`config.mk`:
```
export PLATFORM = sky130hd
export DESIGN_NAME = rmii_port
export DESIGN_NICKNAME = d
export VERILOG_FILES = /design/src/rtl/rmii_rx_pkg.sv /design/src/rtl/rmii_byte_packager.sv /design/src/rtl/sync_fifo.sv /design/src/rtl/frame_check_sequence_generator.sv /design/src/rtl/ethernet_packet_parser.sv /design/src/rtl/receive_slot_handler.sv /design/src/rtl/rmii_port.sv
export SDC_FILE = /design/constraint.sdc
export NUM_CORES = 2
export LEC_CHECK = 0
export ABC_AREA = 1
export BUFFER_PORTS_ARGS = -buffer_cell sky130_fd_sc_hd__clkbuf_2
export CAP_MARGIN = 20
export CELL_PAD_IN_SITES_DETAIL_PLACEMENT = 1
export CELL_PAD_IN_SITES_GLOBAL_PLACEMENT = 1
export CORE_ASPECT_RATIO = 0.5
export CORE_MARGIN = 2
export CORE_UTILIZATION = 52
export DETAILED_ROUTE_END_ITERATION = 10
export PLACE_DENSITY = 0.8
export SKIP_LAST_GASP = 1
export SYNTH_ARGS = -nofsm -noshare
export SYNTH_HDL_FRONTEND = slang
export SYNTH_SLANG_ARGS = --single-unit
```
`constraint.sdc`:
```
create_clock -name clock -period 4.94 [get_ports clock]
set_clock_uncertainty 0.1 [all_clocks]
set_input_delay 1.482 -clock clock [delete_from_list [all_inputs] [get_ports clock]]
set_output_delay 1.482 -clock clock [all_outputs]
set_load 0.005 [all_outputs]
```
`src/rtl/rmii_rx_pkg.sv`:
```
`default_nettype none

package rmii_rx_pkg;

    // Frame framing octets
    localparam logic [7:0]  PREAMBLE_BYTE = 8'h55;
    localparam logic [7:0]  SFD_BYTE      = 8'hD5;
    localparam int          FCS_BYTES     = 4;

    // Reflected CRC-32
    localparam logic [31:0] CRC_POLY = 32'hEDB88320;
    localparam logic [31:0] CRC_INIT = 32'hFFFFFFFF;

    localparam int FRAME_FIFO_DEPTH    = 16;
    localparam int PAYLOAD_FIFO_DEPTH  = 128;
    localparam int OUTBOUND_FIFO_DEPTH = 256;

    typedef struct packed {
        logic       error;
        logic       last;
        logic [7:0] data;
    } frame_word_t;

    typedef struct packed {
        logic       last;
        logic [7:0] data;
    } payload_word_t;

    typedef enum logic [1:0] {
        PARSE_IDLE,
        PARSE_PREAMBLE,
        PARSE_BODY,
        PARSE_DROP
    } parser_state_t;

    typedef enum logic [1:0] {
        SLOT_WAIT,
        SLOT_MOVE,
        SLOT_FLUSH
    } slot_state_t;

endpackage

`default_nettype wire

```
`src/rtl/rmii_byte_packager.sv`:
```
`default_nettype none

module rmii_byte_packager (
    input  wire                       clock,
    input  wire                       rst_n,
    input  wire [1:0]                 rmii_receive_data,
    input  wire                       rmii_receive_data_enable,
    input  wire                       rmii_receive_data_error,
    output rmii_rx_pkg::frame_word_t  packaged_data,
    output logic                      packaged_data_valid
);

    logic [7:0] shift_register;
    logic [7:0] assembled_byte;
    logic [7:0] pending_byte;
    logic [1:0] dibit_count;
    logic       pending_valid;
    logic       error_seen;

    // Dibits arrive least significant first
    assign assembled_byte = {rmii_receive_data, shift_register[7:2]};

    always_ff @(posedge clock) begin
        if (rmii_receive_data_enable) begin
            shift_register <= assembled_byte;
        end
        if (rmii_receive_data_enable && dibit_count == 2'd3) begin
            pending_byte  <= assembled_byte;
            packaged_data <= '{error: 1'b0, last: 1'b0, data: pending_byte};
        end else if (!rmii_receive_data_enable) begin
            packaged_data <= '{error: error_seen, last: 1'b1, data: pending_byte};
        end
    end

    always_ff @(posedge clock) begin
        if (!rst_n) begin
            dibit_count         <= '0;
            pending_valid       <= 1'b0;
            error_seen          <= 1'b0;
            packaged_data_valid <= 1'b0;
        end else begin
            packaged_data_valid <= 1'b0;
            if (rmii_receive_data_enable) begin
                dibit_count <= dibit_count + 2'd1;
                error_seen  <= error_seen || rmii_receive_data_error;
                if (dibit_count == 2'd3) begin
                    // Previous byte is not the last one, release it
                    pending_valid       <= 1'b1;
                    packaged_data_valid <= pending_valid;
                end
            end else begin
                dibit_count   <= '0;
                error_seen    <= 1'b0;
                pending_valid <= 1'b0;
                // Carrier gone, so the held byte closes the frame
                packaged_data_valid <= pending_valid;
            end
        end
    end

endmodule

`default_nettype wire

```
`src/rtl/sync_fifo.sv`:
```
`default_nettype none

module sync_fifo #(
    parameter int WIDTH = 8,
    parameter int DEPTH = 16
) (
    input  wire              clock,
    input  wire              rst_n,
    input  wire              flush,
    input  wire              write_enable,
    input  wire [WIDTH-1:0]  write_data,
    input  wire              read_enable,
    output logic [WIDTH-1:0] read_data,
    output logic             read_data_valid,
    output logic             empty,
    output logic             full
);

    logic [WIDTH-1:0]           memory [DEPTH];
    logic [$clog2(DEPTH)-1:0]   write_pointer;
    logic [$clog2(DEPTH)-1:0]   read_pointer;
    logic [$clog2(DEPTH+1)-1:0] count;
    logic                       do_write;
    logic                       do_read;

    assign empty    = count == '0;
    assign full     = int'(count) == DEPTH;
    assign do_write = write_enable && !full;
    assign do_read  = read_enable && !empty;

    always_ff @(posedge clock) begin
        if (do_write) begin
            memory[write_pointer] <= write_data;
        end
        if (do_read) begin
            read_data <= memory[read_pointer];
        end
    end

    always_ff @(posedge clock) begin
        if (!rst_n || flush) begin
            write_pointer   <= '0;
            read_pointer    <= '0;
            count           <= '0;
            read_data_valid <= 1'b0;
        end else begin
            read_data_valid <= do_read;
            if (do_write) begin
                write_pointer <= write_pointer + 1'b1;
            end
            if (do_read) begin
                read_pointer <= read_pointer + 1'b1;
            end
            case ({do_write, do_read})
                2'b10:   count <= count + 1'b1;
                2'b01:   count <= count - 1'b1;
                default: count <= count;
            endcase
        end
    end

    // The producer must pace itself against this FIFO
    no_write_when_full: assert property (@(posedge clock) disable iff (!rst_n)
        write_enable |-> !full);

endmodule

`default_nettype wire

```
`src/rtl/frame_check_sequence_generator.sv`:
```
`default_nettype none

module frame_check_sequence_generator (
    input  wire         clock,
    input  wire         rst_n,
    input  wire [7:0]   data,
    input  wire         data_enable,
    input  wire         data_last,
    output logic [31:0] checksum,
    output logic        checksum_valid
);

    logic [31:0] crc_register;
    logic [31:0] crc_next;

    // One byte, bit by bit, LSB first
    always_comb begin
        crc_next = crc_register;
        for (int i = 0; i < 8; i++) begin
            if (crc_next[0] ^ data[i]) begin
                crc_next = (crc_next >> 1) ^ rmii_rx_pkg::CRC_POLY;
            end else begin
                crc_next = crc_next >> 1;
            end
        end
    end

    always_ff @(posedge clock) begin
        if (data_enable && data_last) begin
            checksum <= ~crc_next;
        end
    end

    always_ff @(posedge clock) begin
        if (!rst_n) begin
            crc_register   <= rmii_rx_pkg::CRC_INIT;
            checksum_valid <= 1'b0;
        end else begin
            checksum_valid <= data_enable && data_last;
            if (data_enable) begin
                crc_register <= data_last ? rmii_rx_pkg::CRC_INIT : crc_next;
            end
        end
    end

endmodule

`default_nettype wire

```
`src/rtl/ethernet_packet_parser.sv`:
```
`default_nettype none

module ethernet_packet_parser (
    input  wire                         clock,
    input  wire                         rst_n,
    input  wire rmii_rx_pkg::frame_word_t data,
    input  wire                         data_enable,
    input  wire                         receive_slot_empty,
    input  wire [31:0]                  checksum_result,
    input  wire                         checksum_result_enable,
    output logic                        data_ready,
    output logic [7:0]                  checksum_data,
    output logic                        checksum_data_valid,
    output logic                        checksum_data_last,
    output rmii_rx_pkg::payload_word_t  packet_data,
    output logic                        packet_data_valid,
    output logic                        good_packet,
    output logic                        bad_packet
);

    rmii_rx_pkg::parser_state_t              state;
    logic [8*rmii_rx_pkg::FCS_BYTES-1:0]     delay_line;
    logic [2:0]                              body_count;
    logic                                    frame_error;
    logic                                    verdict_pending;
    logic                                    body_byte;
    logic                                    body_full;
    logic                                    fcs_match;

    // Hold off reads until the CRC verdict is in
    assign data_ready = !verdict_pending;
    assign body_byte  = data_enable && state == rmii_rx_pkg::PARSE_BODY;
    assign body_full  = int'(body_count) == rmii_rx_pkg::FCS_BYTES;
    assign fcs_match  = checksum_result == delay_line;

    //////////////////////////////
    // Frame state
    //////////////////////////////
    always_ff @(posedge clock) begin
        if (!rst_n) begin
            state               <= rmii_rx_pkg::PARSE_IDLE;
            body_count          <= '0;
            verdict_pending     <= 1'b0;
            checksum_data_valid <= 1'b0;
            packet_data_valid   <= 1'b0;
            good_packet         <= 1'b0;
            bad_packet          <= 1'b0;
        end else begin
            checksum_data_valid <= body_byte && body_full;
            packet_data_valid   <= body_byte && body_full;
            good_packet <= checksum_result_enable && !frame_error && fcs_match;
            bad_packet  <= (checksum_result_enable && (frame_error || !fcs_match))
                           || (body_byte && data.last && !body_full);
            if (checksum_result_enable) begin
                verdict_pending <= 1'b0;
            end
            if (data_enable) begin
                case (state)
                    rmii_rx_pkg::PARSE_IDLE: begin
                        if (!data.last) begin
                            state <= (data.data == rmii_rx_pkg::PREAMBLE_BYTE) ?
                                     rmii_rx_pkg::PARSE_PREAMBLE : rmii_rx_pkg::PARSE_DROP;
                        end
                    end
                    rmii_rx_pkg::PARSE_PREAMBLE: begin
                        if (data.last) begin
                            state <= rmii_rx_pkg::PARSE_IDLE;
                        end else if (data.data == rmii_rx_pkg::SFD_BYTE) begin
                            // Busy payload slot means drop
                            state <= receive_slot_empty ?
                                     rmii_rx_pkg::PARSE_BODY : rmii_rx_pkg::PARSE_DROP;
                        end else if (data.data != rmii_rx_pkg::PREAMBLE_BYTE) begin
                            state <= rmii_rx_pkg::PARSE_DROP;
                        end
                    end
                    rmii_rx_pkg::PARSE_BODY: begin
                        if (!body_full) begin
                            body_count <= body_count + 3'd1;
                        end
                        if (data.last) begin
                            state           <= rmii_rx_pkg::PARSE_IDLE;
                            body_count      <= '0;
                            verdict_pending <= body_full;
                        end
                    end
                    default: begin
                        if (data.last) begin
                            state <= rmii_rx_pkg::PARSE_IDLE;
                        end
                    end
                endcase
            end
        end
    end

    //////////////////////////////
    // FCS delay line
    //////////////////////////////
    always_ff @(posedge clock) begin
        if (body_byte) begin
            delay_line         <= {data.data, delay_line[8*rmii_rx_pkg::FCS_BYTES-1:8]};
            checksum_data      <= delay_line[7:0];
            checksum_data_last <= data.last;
            packet_data.data   <= delay_line[7:0];
            packet_data.last   <= data.last;
            if (data.last) begin
                frame_error <= data.error;
            end
        end
    end

    // One verdict per frame, never both at once
    single_verdict: assert property (@(posedge clock) disable iff (!rst_n)
        !(good_packet && bad_packet));

endmodule

`default_nettype wire

```
`src/rtl/receive_slot_handler.sv`:
```
`default_nettype none

module receive_slot_handler (
    input  wire                           clock,
    input  wire                           rst_n,
    input  wire                           good_packet,
    input  wire                           bad_packet,
    input  wire rmii_rx_pkg::payload_word_t data,
    input  wire                           data_enable,
    input  wire                           outbound_full,
    output logic                          fifo_flush,
    output logic                          pop,
    output rmii_rx_pkg::payload_word_t    push_data,
    output logic                          push_data_valid
);

    rmii_rx_pkg::slot_state_t state;
    logic                     pop_pending;

    // At most one word in flight, so a free outbound slot is enough
    assign pop             = state == rmii_rx_pkg::SLOT_MOVE && !outbound_full && !pop_pending;
    assign fifo_flush      = state == rmii_rx_pkg::SLOT_FLUSH;
    assign push_data       = data;
    assign push_data_valid = data_enable && state == rmii_rx_pkg::SLOT_MOVE;

    always_ff @(posedge clock) begin
        if (!rst_n) begin
            state       <= rmii_rx_pkg::SLOT_WAIT;
            pop_pending <= 1'b0;
        end else begin
            pop_pending <= pop;
            case (state)
                rmii_rx_pkg::SLOT_WAIT: begin
                    if (good_packet) begin
                        state <= rmii_rx_pkg::SLOT_MOVE;
                    end else if (bad_packet) begin
                        state <= rmii_rx_pkg::SLOT_FLUSH;
                    end
                end
                rmii_rx_pkg::SLOT_MOVE: begin
                    if (data_enable && data.last) begin
                        state <= rmii_rx_pkg::SLOT_WAIT;
                    end
                end
                default: begin
                    state <= rmii_rx_pkg::SLOT_WAIT;
                end
            endcase
        end
    end

    // Parser must drop frames while the slot is still draining
    no_verdict_while_moving: assert property (@(posedge clock) disable iff (!rst_n)
        state == rmii_rx_pkg::SLOT_MOVE |-> !(good_packet || bad_packet));

endmodule

`default_nettype wire

```
`src/rtl/rmii_port.sv`:
```
`default_nettype none

module rmii_port (
    input  wire                         clock,
    input  wire                         rst_n,
    input  wire [1:0]                   rmii_receive_data,
    input  wire                         rmii_receive_data_enable,
    input  wire                         rmii_receive_data_error,
    input  wire                         receive_data_enable,
    output rmii_rx_pkg::payload_word_t  receive_data,
    output logic                        receive_data_valid
);

    rmii_rx_pkg::frame_word_t   packaged_data;
    rmii_rx_pkg::frame_word_t   frame_word;
    rmii_rx_pkg::payload_word_t packet_data;
    rmii_rx_pkg::payload_word_t payload_word;
    rmii_rx_pkg::payload_word_t push_data;
    logic                       packaged_data_valid;
    logic                       frame_word_valid;
    logic                       parser_ready;
    logic [7:0]                 checksum_data;
    logic                       checksum_data_valid;
    logic                       checksum_data_last;
    logic [31:0]                checksum;
    logic                       checksum_valid;
    logic                       packet_data_valid;
    logic                       payload_empty;
    logic                       payload_word_valid;
    logic                       payload_flush;
    logic                       payload_pop;
    logic                       good_packet;
    logic                       bad_packet;
    logic                       push_data_valid;
    logic                       outbound_full;

    //////////////////////////////
    // PHY side
    //////////////////////////////
    rmii_byte_packager rmii_byte_packager (
        .clock                    (clock),
        .rst_n                    (rst_n),
        .rmii_receive_data        (rmii_receive_data),
        .rmii_receive_data_enable (rmii_receive_data_enable),
        .rmii_receive_data_error  (rmii_receive_data_error),
        .packaged_data            (packaged_data),
        .packaged_data_valid      (packaged_data_valid)
    );

    sync_fifo #(
        .WIDTH ($bits(rmii_rx_pkg::frame_word_t)),
        .DEPTH (rmii_rx_pkg::FRAME_FIFO_DEPTH)
    ) frame_fifo (
        .clock           (clock),
        .rst_n           (rst_n),
        .flush           (1'b0),
        .write_enable    (packaged_data_valid),
        .write_data      (packaged_data),
        .read_enable     (parser_ready),
        .read_data       (frame_word),
        .read_data_valid (frame_word_valid),
        .empty           (),
        .full            ()
    );

    //////////////////////////////
    // Parse and check
    //////////////////////////////
    ethernet_packet_parser ethernet_packet_parser (
        .clock                  (clock),
        .rst_n                  (rst_n),
        .data                   (frame_word),
        .data_enable            (frame_word_valid),
        .receive_slot_empty     (payload_empty),
        .checksum_result        (checksum),
        .checksum_result_enable (checksum_valid),
        .data_ready             (parser_ready),
        .checksum_data          (checksum_data),
        .checksum_data_valid    (checksum_data_valid),
        .checksum_data_last     (checksum_data_last),
        .packet_data            (packet_data),
        .packet_data_valid      (packet_data_valid),
        .good_packet            (good_packet),
        .bad_packet             (bad_packet)
    );

    frame_check_sequence_generator frame_check_sequence_generator (
        .clock          (clock),
        .rst_n          (rst_n),
        .data           (checksum_data),
        .data_enable    (checksum_data_valid),
        .data_last      (checksum_data_last),
        .checksum       (checksum),
        .checksum_valid (checksum_valid)
    );

    //////////////////////////////
    // Payload slot and host side
    //////////////////////////////
    sync_fifo #(
        .WIDTH ($bits(rmii_rx_pkg::payload_word_t)),
        .DEPTH (rmii_rx_pkg::PAYLOAD_FIFO_DEPTH)
    ) payload_fifo (
        .clock           (clock),
        .rst_n           (rst_n),
        .flush           (payload_flush),
        .write_enable    (packet_data_valid),
        .write_data      (packet_data),
        .read_enable     (payload_pop),
        .read_data       (payload_word),
        .read_data_valid (payload_word_valid),
        .empty           (payload_empty),
        .full            ()
    );

    receive_slot_handler receive_slot_handler (
        .clock           (clock),
        .rst_n           (rst_n),
        .good_packet     (good_packet),
        .bad_packet      (bad_packet),
        .data            (payload_word),
        .data_enable     (payload_word_valid),
        .outbound_full   (outbound_full),
        .fifo_flush      (payload_flush),
        .pop             (payload_pop),
        .push_data       (push_data),
        .push_data_valid (push_data_valid)
    );

    sync_fifo #(
        .WIDTH ($bits(rmii_rx_pkg::payload_word_t)),
        .DEPTH (rmii_rx_pkg::OUTBOUND_FIFO_DEPTH)
    ) outbound_fifo (
        .clock           (clock),
        .rst_n           (rst_n),
        .flush           (1'b0),
        .write_enable    (push_data_valid),
        .write_data      (push_data),
        .read_enable     (receive_data_enable),
        .read_data       (receive_data),
        .read_data_valid (receive_data_valid),
        .empty           (),
        .full            (outbound_full)
    );

endmodule

`default_nettype wire

```
==> out/metrics.cfg <==
[worst_setup_path]
crit_slowest_cell=nand3_2
cp_cell_sequence=nor2_1 -> nand3_1 -> nor2_1 -> nand2_1 -> nand2_1 -> nor2_1 -> nand3_2 -> buf_4 -> nor2_1
cp_common_cell=nor2_1
criticalPathCategory=flop to flop
startpoint_type=flop
cp.required_ns=5.34
critPathMaxFanout=11
path_delay_family=simple AND/OR/NAND/NOR gates
cp.buffers_inverters=1
end_kind=flop
max_stage_delay_ns=0.84
arrival_ns=4.52

[finish]
area_delta_synth_final_pct=9.98
fin_area_um2=174000
stdcell_count=17900
nets=13700
fill_cells=30800
drive_above_1_share_pct=6.05
ff_latch_area_um2=115000
multi_input_area_um2=37500

[sta]
hold_violations=0
fin_crit_ns=4.12
hold_ws_ns=0.332
fmax_ghz=0.243
fin_crit_sh_pct=83.4
maxSlewViolCount=0
setup_viol=0
setup_tns_ns=0
worst_pin_slew_ns=1.17
slew_headroom_pct=21.6
rsz0062_at_grt=false

[floorplanning]
fp-row-count=143
io_pins=17
die-area_um2=309000
die-height_um=394
dieWidth_um=784
initial_utilization_pct=52.1
core_area_um2=303000

[placement]
numPortBuffers=16
dp_cells=17300
place_congestion=0.873
placed_area_um2=163000
dpl.hpwl_mm=292

[routing]
drt-pass1-iter-count=6
via_count=110000
drt_iter0_markers=13200
drc=0
drt_wl_total_mm=499
wl_per_cell_um=27.8
ant_nets=0
vias_per_cell=6.14

[global_routing]
grt_antenna_before_repair=19
grt_usage_pct=31.5
grt_max_degree=175
grt_first_pass_wirelength_mm=735
first_global_vias=116000
overflow=0

[logic_synthesis]
synth-edff-count=3740
yosysMostFrequentCell=edfxtp_1
synth_common_cells=edfxtp_1 (3,740), nand2_1 (2,703), nor2_1 (2,530)
async_flop_share_pct=0
synth_area_leader_cell=edfxtp_1
avgSynthCellArea_um2=11.5
ys_ff_latch=3855
postSynthCellCount=13800
synth.distinct_cells=39
yosysWarnings=0
netlist.area_leader.share_pct=71.1
synth.area.top_cells=edfxtp_1 (71%), nand2_1 (6.4%), nor2_1 (6.0%)
synthFlopType=edfxtp_1
synth_area_um2=158000
synth-seq-area-share_pct=72.5
synthesis.nets=13800

[clock_network]
cts.htree.levels=5
hold_buffers=0
postCtsSetupBuffers=0
cts.repair.resized=0
clockRootBuffer=clkbuf_16
cts_buffers=342
clock_path_buffers=4
numClockSinks=3855
cts_tree=yes
clk-insertion-delay-late_ns=0.93
cts.clk_slew.worst_paths_ns=0.07

[power_and_ir_drop]
p_total_uw=72400
p_leak_uw=0.0612
p_per_area_nw_per_um2=417
ir_drop_mv=0.331

[flow_run]
drv_cap=0

[run_status]
status=completed

[hold_path]
hold_path_class=flop to flop

area by class of cell:
cell class | count | area share (%)
Sequential cell | 3855 | 66.0
Multi-Input combinational cell | 8408 | 21.6
Clock buffer | 433 | 5.27
Tap cell | 4060 | 2.92
Timing Repair Buffer | 290 | 1.74
Inverter | 709 | 1.55
Clock inverter | 181 | 0.970
Antenna cell | 5 | 0.00720
logic make-up (layout without fill, tap and decap cells):
family                   after synthesis  count (layout)  synth area share [%]
AND/OR/NAND/NOR                     6151            6151                  15.4
flip-flops                          3855            3855                  72.5
AO/OA/AOI/OAI                       2107            2107                  7.29
buffers and inverters               1520            1613                  3.80
XOR/XNOR                             113             113                 0.693
adder cells (fa/ha/maj)               37              37                 0.307
other                                  0               5                     0
per-layer routing:
layer	part of all wire, %	GRT usage, %	routed length, um	up-vias
li1	-	-	-	47300
met2	48	52.0	241000	5720
met5	0.021	0	105	-
met4	4.9	14.2	24500	18
met1	38	41.6	192000	55900
met3	8.4	5.05	42000	1296
layout by cell type, fill, tap and decap left out, types with 13 or more instances in the layout:
master      count
clkbuf_16     351
o21ai_0      1432
inv_1         690
a21oi_1       237
ha_1           34
clkinv_2       66
xor2_1         64
nand2_1      2695
edfxtp_1     3740
o22ai_1       107
o211ai_1      265
clkinv_1       67
xnor2_1        41
buf_4         198
nand3_1       844
buf_12         59
bufinv_16      30
nand4_1        14
o221ai_1       36
or2_2          21
nor3_1         16
clkbuf_2       16
clkbuf_1       75
nor2_1       2526
dfxtp_1       107
clkinvlp_4     13
worst paths after layout:
check,from,endpoint,slack [ns],depth (start not counted)
worst max-delay path,outbound_fifo.count[0]$_SDFFE_PN0P_,outbound_fifo.memory[137][4]$_DFFE_PP_,0.82,9
worst min-delay path,rmii_byte_packager.pending_byte[1]$_DFFE_PP_,rmii_byte_packager.packaged_data[1]$_DFFE_PP_,0.33,0
worst max register to register,outbound_fifo.count[0]$_SDFFE_PN0P_,outbound_fifo.memory[137][4]$_DFFE_PP_,0.82,9
worst min register to register,rmii_byte_packager.pending_byte[1]$_DFFE_PP_,rmii_byte_packager.packaged_data[1]$_DFFE_PP_,0.33,0
metrics by stage:
stage | setup slack, ns | utilization [%]
CTS | 0.863 | 57.2
global placement | 0.647 | 53.6
detailed placement | 0.908 | 53.6
finish | 0.819 | 57.3
floorplan | 0.777 | -
global route | 0.732 | 57.3
worst register-to-register path, delay by kind of cell, from the launching register on:
family,cells,cell delay (ns)
and+or+nand+nor,8,2.69
buffers and inverters,1,0.54
DFF,1,0.41
power by group:
part           switching (uW)  internal (uW)  leakage (uW)
clock                   12400          14700       0.00530
combinational            6620           2320        0.0213
sequential                308          36000        0.0346
state kept, by name (all words and copies together) (netlist names), 9 cells and up:
register                                     flops
ethernet_packet_parser.delay_line               32
frame_check_sequence_generator.checksum         32
frame_check_sequence_generator.crc_register     32
frame_fifo.memory                              160
frame_fifo.read_data                            10
outbound_fifo.count                              9
outbound_fifo.memory                          2304
outbound_fifo.read_data                          9
payload_fifo.memory                           1152
payload_fifo.read_data                           9
rmii_byte_packager.packaged_data                10
Power figures use the tool's default switching activity.
